==> config.mk <==
export PLATFORM = sky130hd
export DESIGN_NAME = data_mover_top
export DESIGN_NICKNAME = d
export VERILOG_FILES = /design/src/mover_pkg.sv /design/src/wb_register_bank.sv /design/src/stream_stage.sv /design/src/channel_sequencer.sv /design/src/data_mover_top.sv
export SDC_FILE = /design/constraint.sdc
export NUM_CORES = 1
export LEC_CHECK = 0
export BUFFER_PORTS_ARGS = -buffer_cell sky130_fd_sc_hd__buf_2
export CAP_MARGIN = 20
export CELL_PAD_IN_SITES_DETAIL_PLACEMENT = 1
export CELL_PAD_IN_SITES_GLOBAL_PLACEMENT = 2
export CORE_MARGIN = 2
export CORE_UTILIZATION = 42
export DETAILED_ROUTE_END_ITERATION = 12
export PLACE_DENSITY = 0.78
export SLEW_MARGIN = 20
export SYNTH_ARGS = -nofsm -noshare
export SYNTH_HDL_FRONTEND = slang
export SYNTH_SLANG_ARGS = --single-unit
==> constraint.sdc <==
create_clock -name clock -period 5.3 [get_ports clock]
set_input_delay 1.06 -clock clock [delete_from_list [all_inputs] [get_ports clock]]
set_output_delay 1.06 -clock clock [all_outputs]
set_load 0.005 [all_outputs]
==> src/mover_pkg.sv <==
// Shared sizes, register map constants, stream payload types and the
// sequencer state type for the data mover
package mover_pkg;

    // Number of programmable channels and the width of a channel index
    localparam int MAX_CHANNELS = 8;
    localparam int CHANNEL_BITS = 3;

    // One bit wider than a channel index so a count of 8 fits
    localparam int COUNT_BITS = 4;

    // Source and target addresses are both 16 bits wide
    localparam int ADDR_BITS = 16;

    // Width of data words and of the Wishbone data buses
    localparam int DATA_BITS = 32;

    // Wishbone word address width, enough for the count plus eight channels
    localparam int WB_ADDR_BITS = 4;

    // Word 0 holds the channel count, channel n lives at word n+1
    localparam int REG_COUNT_INDEX = 0;

    // Payload of the request stream, just the source address
    typedef logic [ADDR_BITS-1:0] request_t;

    // Payload of the output stream, a fetched word and where it goes
    typedef struct packed {
        logic [DATA_BITS-1:0] data;
        logic [ADDR_BITS-1:0] dest;
    } output_t;

    // States of the channel sequencer FSM
    typedef enum logic [2:0] {
        idle          = 3'd0,
        issue_request = 3'd1,
        wait_response = 3'd2,
        replay_word   = 3'd3,
        done_pulse    = 3'd4
    } sequencer_state_t;

endpackage

==> src/wb_register_bank.sv <==
// Wishbone classic slave with the channel count register and the
// per-channel source and target address registers
`timescale 1ns/10ps

module wb_register_bank import mover_pkg::*; (
    input  logic                    clock,
    input  logic                    reset,
    input  logic                    wb_cyc,
    input  logic                    wb_stb,
    input  logic                    wb_we,
    input  logic [WB_ADDR_BITS-1:0] wb_adr,
    input  logic [DATA_BITS-1:0]    wb_dat_w,
    output logic [DATA_BITS-1:0]    wb_dat_r,
    output logic                    wb_ack,
    output logic [COUNT_BITS-1:0]   channel_count,
    output logic [ADDR_BITS-1:0]    source_addrs [MAX_CHANNELS],
    output logic [ADDR_BITS-1:0]    target_addrs [MAX_CHANNELS]
);

    logic                    strobe_seen;
    logic                    count_hit;
    logic                    channel_hit;
    logic [CHANNEL_BITS-1:0] channel_sel;
    logic [COUNT_BITS-1:0]   count_write;
    logic [DATA_BITS-1:0]    read_word;

    // A new cycle is one where the host strobes and no ack is pending yet
    assign strobe_seen = wb_cyc && wb_stb && !wb_ack;

    // Address decode for the count word and the channel words
    assign count_hit   = (wb_adr == WB_ADDR_BITS'(REG_COUNT_INDEX));
    assign channel_hit = (wb_adr > WB_ADDR_BITS'(REG_COUNT_INDEX)) &&
                         (wb_adr <= WB_ADDR_BITS'(REG_COUNT_INDEX + MAX_CHANNELS));
    assign channel_sel = CHANNEL_BITS'(wb_adr - WB_ADDR_BITS'(REG_COUNT_INDEX + 1));

    // Counts above the number of channels are clamped to the maximum
    // The whole word is compared so large values cannot wrap to small ones
    assign count_write = (wb_dat_w > DATA_BITS'(MAX_CHANNELS)) ?
                         COUNT_BITS'(MAX_CHANNELS) : wb_dat_w[COUNT_BITS-1:0];

    // Read-back mux, unmapped words return zero
    always_comb begin
        read_word = '0;
        if (count_hit) begin
            read_word = DATA_BITS'(channel_count);
        end else if (channel_hit) begin
            read_word = {target_addrs[channel_sel], source_addrs[channel_sel]};
        end
    end

    // Control and configuration registers, acked one cycle after the strobe
    always_ff @(posedge clock) begin
        if (!reset) begin
            wb_ack        <= 1'b0;
            channel_count <= '0;
            for (int i = 0; i < MAX_CHANNELS; i++) begin
                source_addrs[i] <= '0;
                target_addrs[i] <= '0;
            end
        end else begin
            wb_ack <= strobe_seen;
            // The write lands on the same edge that raises ack
            if (strobe_seen && wb_we) begin
                if (count_hit) begin
                    channel_count <= count_write;
                end else if (channel_hit) begin
                    target_addrs[channel_sel] <= wb_dat_w[DATA_BITS-1:ADDR_BITS];
                    source_addrs[channel_sel] <= wb_dat_w[ADDR_BITS-1:0];
                end
            end
        end
    end

    // Read data is captured with the ack and held while ack is high
    always_ff @(posedge clock) begin
        if (strobe_seen) begin
            wb_dat_r <= read_word;
        end
    end

endmodule

==> src/stream_stage.sv <==
// Two-entry valid/ready register stage for an arbitrary payload type
`timescale 1ns/10ps

module stream_stage import mover_pkg::*; #(
    parameter type payload_t = logic [DATA_BITS-1:0]
) (
    input  logic     clock,
    input  logic     reset,
    input  logic     in_valid,
    input  payload_t in_payload,
    output logic     in_ready,
    output logic     out_valid,
    output payload_t out_payload,
    input  logic     out_ready
);

    // The second entry catches an item while the output is stalled
    logic     skid_valid;
    payload_t skid_payload;
    logic     out_load;
    logic     in_accept;

    // Upstream may push whenever the skid entry is empty
    assign in_ready  = !skid_valid;
    assign in_accept = in_valid && in_ready;

    // The output register takes a new item when it is empty or being drained
    assign out_load = out_ready || !out_valid;

    always_ff @(posedge clock) begin
        if (!reset) begin
            out_valid  <= 1'b0;
            skid_valid <= 1'b0;
        end else if (out_load) begin
            // Skid content goes first to keep the items in order
            if (skid_valid) begin
                out_valid  <= 1'b1;
                skid_valid <= 1'b0;
            end else begin
                out_valid <= in_accept;
            end
        end else if (in_accept) begin
            skid_valid <= 1'b1;
        end
    end

    // Payload registers follow the valid flags above
    always_ff @(posedge clock) begin
        if (out_load) begin
            out_payload <= skid_valid ? skid_payload : in_payload;
        end else if (in_accept) begin
            skid_payload <= in_payload;
        end
    end

endmodule

==> src/channel_sequencer.sv <==
// Channel sequencer FSM that fetches or replays one word per channel,
// keeps the replay buffer and pulses done at the end of a pass
`timescale 1ns/10ps

module channel_sequencer import mover_pkg::*; (
    input  logic                  clock,
    input  logic                  reset,
    input  logic                  start,
    input  logic                  repeat_outputs,
    output logic                  done,
    input  logic [COUNT_BITS-1:0] channel_count,
    input  logic [ADDR_BITS-1:0]  source_addrs [MAX_CHANNELS],
    input  logic [ADDR_BITS-1:0]  target_addrs [MAX_CHANNELS],
    output logic                  req_valid,
    output request_t              req_payload,
    input  logic                  req_ready,
    input  logic                  response_valid,
    input  logic [DATA_BITS-1:0]  response_data,
    output logic                  response_ready,
    output logic                  emit_valid,
    output output_t               emit_payload,
    input  logic                  emit_ready
);

    sequencer_state_t        state;
    sequencer_state_t        advance_state;
    logic [CHANNEL_BITS-1:0] channel_index;
    logic [DATA_BITS-1:0]    replay_buffer [MAX_CHANNELS];
    logic                    last_channel;
    logic                    request_accept;
    logic                    response_accept;
    logic                    replay_load;
    logic                    emit_accept;

    // The index is widened to the count width so a count of 8 compares right
    assign last_channel = (COUNT_BITS'(channel_index) == channel_count - COUNT_BITS'(1));

    // Requests are offered straight from the live address registers
    assign req_valid      = (state == issue_request);
    assign req_payload    = source_addrs[channel_index];
    assign request_accept = req_valid && req_ready;

    // No new response is taken while the previous word still waits to leave
    assign response_ready  = (state == wait_response) && !emit_valid;
    assign response_accept = response_valid && response_ready;

    // In replay the buffered word is loaded once the emit register is free
    assign replay_load = (state == replay_word) && !emit_valid;
    assign emit_accept = emit_valid && emit_ready;

    // Where to go once the current word has left for the output stage
    always_comb begin
        if (last_channel) begin
            advance_state = done_pulse;
        end else if (state == replay_word) begin
            advance_state = replay_word;
        end else begin
            advance_state = issue_request;
        end
    end

    // Done is a pure state decode and lasts exactly one cycle
    assign done = (state == done_pulse);

    always_ff @(posedge clock) begin
        if (!reset) begin
            state         <= idle;
            channel_index <= '0;
            emit_valid    <= 1'b0;
            for (int i = 0; i < MAX_CHANNELS; i++) begin
                replay_buffer[i] <= '0;
            end
        end else begin
            case (state)
                idle: begin
                    channel_index <= '0;
                    // Start has priority when both commands arrive together
                    if (start) begin
                        state <= (channel_count == '0) ? done_pulse : issue_request;
                    end else if (repeat_outputs) begin
                        state <= (channel_count == '0) ? done_pulse : replay_word;
                    end
                end
                issue_request: begin
                    if (request_accept) begin
                        state <= wait_response;
                    end
                end
                wait_response: begin
                    // Each response refreshes the buffer for later replays
                    if (response_accept) begin
                        replay_buffer[channel_index] <= response_data;
                        emit_valid                   <= 1'b1;
                    end
                end
                replay_word: begin
                    if (replay_load) begin
                        emit_valid <= 1'b1;
                    end
                end
                done_pulse: begin
                    state <= idle;
                end
                default: begin
                    state <= idle;
                end
            endcase

            // Moving on to the next channel waits for the output stage
            // to take the word, in both fetch and replay
            if (emit_accept) begin
                emit_valid <= 1'b0;
                state      <= advance_state;
                if (!last_channel) begin
                    channel_index <= channel_index + 1'b1;
                end
            end
        end
    end

    // Output word register, fed from the response or the replay buffer
    always_ff @(posedge clock) begin
        if (response_accept) begin
            emit_payload.data <= response_data;
            emit_payload.dest <= target_addrs[channel_index];
        end else if (replay_load) begin
            emit_payload.data <= replay_buffer[channel_index];
            emit_payload.dest <= target_addrs[channel_index];
        end
    end

endmodule

==> src/data_mover_top.sv <==
// Top level of the data mover with the register bank, the sequencer and
// the request and output stream stages
`timescale 1ns/10ps

module data_mover_top import mover_pkg::*; (
    input  logic                    clock,
    input  logic                    reset,
    input  logic                    start,
    input  logic                    repeat_outputs,
    output logic                    done,
    input  logic                    wb_cyc,
    input  logic                    wb_stb,
    input  logic                    wb_we,
    input  logic [WB_ADDR_BITS-1:0] wb_adr,
    input  logic [DATA_BITS-1:0]    wb_dat_w,
    output logic [DATA_BITS-1:0]    wb_dat_r,
    output logic                    wb_ack,
    output logic                    request_valid,
    input  logic                    request_ready,
    output logic [ADDR_BITS-1:0]    request_addr,
    input  logic                    response_valid,
    output logic                    response_ready,
    input  logic [DATA_BITS-1:0]    response_data,
    output logic                    out_valid,
    input  logic                    out_ready,
    output logic [DATA_BITS-1:0]    out_data,
    output logic [ADDR_BITS-1:0]    out_dest
);

    logic [COUNT_BITS-1:0] channel_count;
    logic [ADDR_BITS-1:0]  source_addrs [MAX_CHANNELS];
    logic [ADDR_BITS-1:0]  target_addrs [MAX_CHANNELS];
    logic                  req_valid;
    logic                  req_ready;
    request_t              req_payload;
    logic                  emit_valid;
    logic                  emit_ready;
    output_t               emit_payload;
    output_t               out_word;

    wb_register_bank registers (
        .clock         (clock),
        .reset         (reset),
        .wb_cyc        (wb_cyc),
        .wb_stb        (wb_stb),
        .wb_we         (wb_we),
        .wb_adr        (wb_adr),
        .wb_dat_w      (wb_dat_w),
        .wb_dat_r      (wb_dat_r),
        .wb_ack        (wb_ack),
        .channel_count (channel_count),
        .source_addrs  (source_addrs),
        .target_addrs  (target_addrs)
    );

    channel_sequencer sequencer (
        .clock          (clock),
        .reset          (reset),
        .start          (start),
        .repeat_outputs (repeat_outputs),
        .done           (done),
        .channel_count  (channel_count),
        .source_addrs   (source_addrs),
        .target_addrs   (target_addrs),
        .req_valid      (req_valid),
        .req_payload    (req_payload),
        .req_ready      (req_ready),
        .response_valid (response_valid),
        .response_data  (response_data),
        .response_ready (response_ready),
        .emit_valid     (emit_valid),
        .emit_payload   (emit_payload),
        .emit_ready     (emit_ready)
    );

    // Request path to the source memory
    stream_stage #(.payload_t(request_t)) request_stage (
        .clock       (clock),
        .reset       (reset),
        .in_valid    (req_valid),
        .in_payload  (req_payload),
        .in_ready    (req_ready),
        .out_valid   (request_valid),
        .out_payload (request_addr),
        .out_ready   (request_ready)
    );

    // Output path, absorbs back-pressure from the consumer
    stream_stage #(.payload_t(output_t)) output_stage (
        .clock       (clock),
        .reset       (reset),
        .in_valid    (emit_valid),
        .in_payload  (emit_payload),
        .in_ready    (emit_ready),
        .out_valid   (out_valid),
        .out_payload (out_word),
        .out_ready   (out_ready)
    );

    assign out_data = out_word.data;
    assign out_dest = out_word.dest;

endmodule

-- After elaboration in Yosys (flattened, before gate mapping)
Memories as Yosys holds them, arrays and structs flattened. A register that Yosys moved wholly into a read port is not among the register bits.
Cells that the tools add are included.
- memory bits (writable): 256
- logic and storage cells: 146
- ROM bits: 0
- output and inout port bits: 101
- memories kept: 1
- bits in latches: 0
- register bits after elaboration: 480
- memories (name ; depth ; bits a word ; rd ports ; clocked after memory_dff ; wr ports ; RTL line ; text):
    sequencer.replay_buffer ; 8 ; 32 ; 1 ; 1 ; 8 ; channel_sequencer.sv:28 ; logic [DATA_BITS-1:0] replay_buffer [MAX_CHANNELS];
- shift operators: 0
- bitwise operators: 7
- $mul: 0
- reduce and logical (&&, ||, !) cells: 35
- order comparisons: 6
- add/sub/neg operators: 3
- div/mod/pow operators: 0
- muxes and demuxes: 49
- eq/ne operators: 10
- operator list (cell ; count):
    bitwise mux 128 bit ; 2
    binary-select mux 16 bit (select 3 bit) ; 4
    two-way mux 16 bit ; 10
    two-way mux 48 bit ; 3
    demux 16 bit (select 3 bit) ; 1
    two-way mux 3 bit ; 12
    greater-than comparator 32 x 4 -> 1 bit, second input constant ; 1
    two-way mux 32 bit ; 1
    OR reduction 32 bit ; 1
    two-way mux 4 bit ; 3
    logical AND 1 bit ; 10
    two-way mux 1 bit ; 10
    OR reduction 2 bit ; 5
    case mux 3 bit (3 select lines) ; 1
    AND reduction 3 bit ; 3
    greater-or-equal comparator 4 bit, second input constant ; 2
    zero test 4 bit ; 2
    NOT 3 -> 4 bit ; 2
    == test 3 x 2 -> 1 bit, second input constant ; 2
    zero test 1 bit ; 6
    inequality test 2 x 1 -> 1 bit, second input constant ; 3
    AND reduction 2 bit ; 3
    NOT 1 bit ; 5
    == test 3 x 4 -> 1 bit ; 1
    other kinds (15) ; 17

-- Depth between registers and ports, before layout
- depth after elaboration: 9
- mapped depth: 10

-- By module
From an unflattened synthesis, not the netlist that was laid out.
- cells, all modules: 2708
- area total of the unflattened synthesis: 33509.6 um^2
- modules (own cells, without submodules) (module ; seq. area each (um^2) ; cells each ; area each (um^2) ; instances):
    channel_sequencer ; 9268.9 ; 1151 ; 15422.3 ; 1
    wb_register_bank ; 6185.9 ; 1341 ; 13010.0 ; 1
    stream_stage (output_stage) ; 2922.8 ; 158 ; 3794.9 ; 1
    stream_stage (request_stage) ; 1001.0 ; 58 ; 1282.5 ; 1

-- Worst setup path after synthesis
OpenSTA, ideal clock, no wires.
- path kind: input to register
- from: input port out_ready
- to: register output_stage.skid_payload[0] (netlist name), enable pin
- path slack: 418 ps
- setup time: 454 ps
- cell stages on the path: 2
- arrival: 4428 ps
- data required time: 4846 ps
- path through: nand2b_1 -> nor2_1
- longest elaborated chain between the ends: 3
- RTL lines (what ; RTL line ; text):
    from (decl) ; data_mover_top.sv:25 ; input logic out_ready,
    logical OR 1 bit ; stream_stage.sv:28 ; assign out_load = out_ready || !out_valid;
    NOT 1 bit (no line) ; -- ;
    AND reduction 2 bit (no line) ; -- ;
    to (signal assigned) ; stream_stage.sv:52 ; skid_payload <= in_payload;
    to (decl) ; stream_stage.sv:19 ; payload_t skid_payload;
Every way passes these cells.
A chain may end at the register's enable or synchronous reset.

==> results.sh <==
export IMPL_syn_mean_instance_area_sq_um=11.45
export IMPL_synth_top_cells_by_area="edfxtp_1 (43%), dfxtp_1 (17%), nand2_1 (6.8%)"
export IMPL_synth_cell_types=58
export IMPL_die_w_microns=280.4
export IMPL_num_rows=101
export IMPL_ys_warn_count=0
export IMPL_cts_htree_levels=3
export IMPL_portBuffers=178
export IMPL_first_iter_violations=2502
export IMPL_fp_coreArea_sq_um=75820
export IMPL_hp_class="flip-flop to flip-flop"
export IMPL_layout_common_cells="nand2_1 (577), edfxtp_1 (464), dfxtp_1 (268)"
export IMPL_postRouteAntennaNets=0
export IMPL_worstSetupEndpointType="flip-flop"
export IMPL_fillers=7973
export IMPL_synth_edf_count=464
export IMPL_p_sw_share_pct=24.82
export IMPL_worst_pin_slew_ps=1264
export IMPL_cts_sinks=736
export IMPL_clkPwrFrac_pct=42.7
export IMPL_cts_setup_buffers=0
export IMPL_yosys_area_top_type="edfxtp_1"
export IMPL_clk_path_buf_depth=3
export IMPL_synth_area_sq_um=32090
export IMPL_grt_pass1_wl_microns=166500
export IMPL_p_sw_mw=3.277
export IMPL_met3_usage_pct=4.955
export IMPL_fin_util_pct=48.59
export IMPL_grt_pass1_vias=25110
export IMPL_gp_congestion=0.8215
export IMPL_dieArea_sq_um=78630
export IMPL_drive_above_1_share_pct=17.70
export IMPL_path_class="flip-flop to flip-flop"
export IMPL_setup_viol=0
export IMPL_async_reset_ff_share_pct=0
export IMPL_p_per_area_nw_per_um2=358.3
export IMPL_intPower_mw=9.924
export IMPL_cts_resized=0
export IMPL_postRouteWirelength_microns=113100
export IMPL_antenna_found_initial=16
export IMPL_holdBufCountCts=0
export IMPL_clkLatencyLatePin_ps=650
export IMPL_cts_root_buf="clkbuf_16"
export IMPL_ir_drop_uv=215.3
export IMPL_setup_ws_ps=1483
export IMPL_ys_ff_latch=736
export IMPL_final_hold_viol_count=0
export IMPL_drc=0
export IMPL_area_delta_synth_final_pct=14.82
export IMPL_grt_overflow=0
export IMPL_period_share_pct=72.01
export IMPL_fin_crit_ps=3817
export IMPL_cts_buffers=81
export IMPL_maxCapViolations=0
export IMPL_mostFrequentLayoutCell="nand2_1"
export IMPL_vias=24240
export IMPL_grtUsageMet1_pct=40.66
export IMPL_max_slew_margin_pct=14.97
export IMPL_grt_max_degree=131
export IMPL_synth_top_cell_area_share_pct=43.42
export IMPL_layout_nets=2993
export IMPL_top_usage_layer="met2"
export IMPL_ys_flop_type="edfxtp_1"
export IMPL_crit_arrival_ps=4150
export IMPL_crit_fanout=33
export IMPL_firstDrtPassIters=6
export IMPL_synth_cells=2803
export IMPL_ioPinCount=179
export IMPL_rrSetupSlack_ps=1480
export IMPL_start_kind="flip-flop"
export IMPL_power_frac_comb_pct=7.9
export IMPL_cts_tree="built"
export IMPL_clk_pin_slew_ps=60
export IMPL_leakage_nw=12.62
export IMPL_crit_required_ps=5640
export IMPL_wire_per_inst_microns=28.54
export IMPL_fin_skew_ps=24.82
export IMPL_pre_cts_slack_ps=1233
export IMPL_gr_usage_all_layers_pct=28.49
export IMPL_status="completed"
export IMPL_rsz0062_at_grt="false"
export IMPL_die_y_microns=280.4
export IMPL_seqPwrFrac_pct=49.4
export IMPL_place_hpwl_microns=67220
export IMPL_syn_nets=2885
export IMPL_fmax_ghz=0.2620
export IMPL_slew_violations=0
export IMPL_met2_usage_pct=44.36
export IMPL_vias_per_cell=6.117
export IMPL_timing_hold_ws_ps=449.6
export IMPL_timing_setup_tns_ps=0
export IMPL_start_util_pct=42.32
export IMPL_yosysSeqAreaShare_pct=60.39
area by class of cell:
class | instances | area (sq um) | area share (%)
sequential | 736 | 19390 | 52.62
multi-input combinational | 1824 | 11920 | 32.35
clock buffer | 114 | 2241 | 6.082
timing repair buffer | 259 | 1637 | 4.442
tap | 978 | 1224 | 3.321
clock inverter | 36 | 384.1 | 1.043
inverter | 9 | 33.78 | 0.09169
antenna | 7 | 17.52 | 0.04754
power by group through the flow:
| stage | clock (mW) | combinational, mW | sequential, mW |
|---|---|---|---|
| after global placement | 0 | 1.00 | 6.62 |
| after detailed placement | 0 | 1.02 | 6.64 |
| after global routing | 5.93 | 1.11 | 6.54 |
| after CTS | 5.71 | 1.03 | 6.52 |
| after floorplan | 0 | 0.523 | 6.58 |
| final | 5.64 | 1.04 | 6.52 |
through the flow:
step	power [mW]	instance area, sq um	cells
after floorplan	7.107	32090	2803
after global placement	7.626	34120	3803
after detailed placement	7.661	34130	3803
after CTS	13.26	36760	3953
after global routing	13.59	36840	3962
final	13.20	36840	3963
flip-flops by register name (all words and copies together), names as in the netlist, 3 cells and up:
signal and count:
registers.target_addrs 128, sequencer.state 3, output_stage.skid_payload 48, sequencer.replay_buffer 256
output_stage.out_payload 48, sequencer.channel_index 3, sequencer.emit_payload 48, request_stage.out_payload 16
registers.channel_count 4, request_stage.skid_payload 16, registers.source_addrs 128, registers.wb_dat_r 32
synthesized netlist by cell type (5+ instances only):
library cell	n
a21boi_0	196
a21boi_1	65
a21oi_1	17
a221o_1	5
a221oi_1	84
a22o_1	65
a22oi_1	134
a31oi_1	31
a41oi_1	30
and2_1	262
and3_1	8
buf_1	13
buf_2	55
clkbuf_1	164
dfxtp_1	272
edfxtp_1	464
inv_1	7
mux2_2	84
mux2i_1	17
mux4_2	24
nand2_1	578
nand2b_1	16
nand3_1	17
nor2_1	70
nor2b_1	7
nor3_1	6
nor3_2	14
nor3b_1	5
nor4_1	7
o21ai_0	26
o221ai_1	5
o22ai_1	13
kinds of logic after synthesis:
logic type / after synthesis / share of synthesized area, %
adder cells (fa/ha/maj): 4 / 0.1560
flip-flops: 736 / 60.39
AO/OA/AOI/OAI: 687 / 16.36
AND/OR/NAND/NOR: 1001 / 14.61
buffers and inverters: 243 / 3.080
XOR/XNOR: 7 / 0.2379
multiplexers: 125 / 5.162
worst max-delay path: stages (launching register included):
cell,delay [ps]
dfxtp_1,380
nor4b_2,640
and2_1,390
nand2_1,290
nor3_4,190
buf_4,450
nand2b_1,830
buf_12,290
routing by layer:
metal  vias to the layer above  share of wire, %
met5                         -             0.025
met4                         6               2.3
met3                       196               7.6
met2                      1030                46
met1                     12560                44
li1                      10450                 -
path summary, 6_finish.rpt:
kind	startpoint	endpoint	cells past startpoint
setup / recovery	sequencer.emit_valid$_SDFFE_PP0P_	sequencer.replay_buffer[7][28]$_SDFFCE_PN0P_	7
hold / removal	sequencer.emit_payload[36]$_DFFE_PP_	output_stage.skid_payload[36]$_DFFE_PP_	0
hold reg to reg	sequencer.emit_payload[36]$_DFFE_PP_	output_stage.skid_payload[36]$_DFFE_PP_	0
setup reg to reg	sequencer.emit_valid$_SDFFE_PP0P_	sequencer.replay_buffer[7][28]$_SDFFCE_PN0P_	7
Power figures use the tool's default switching activity.
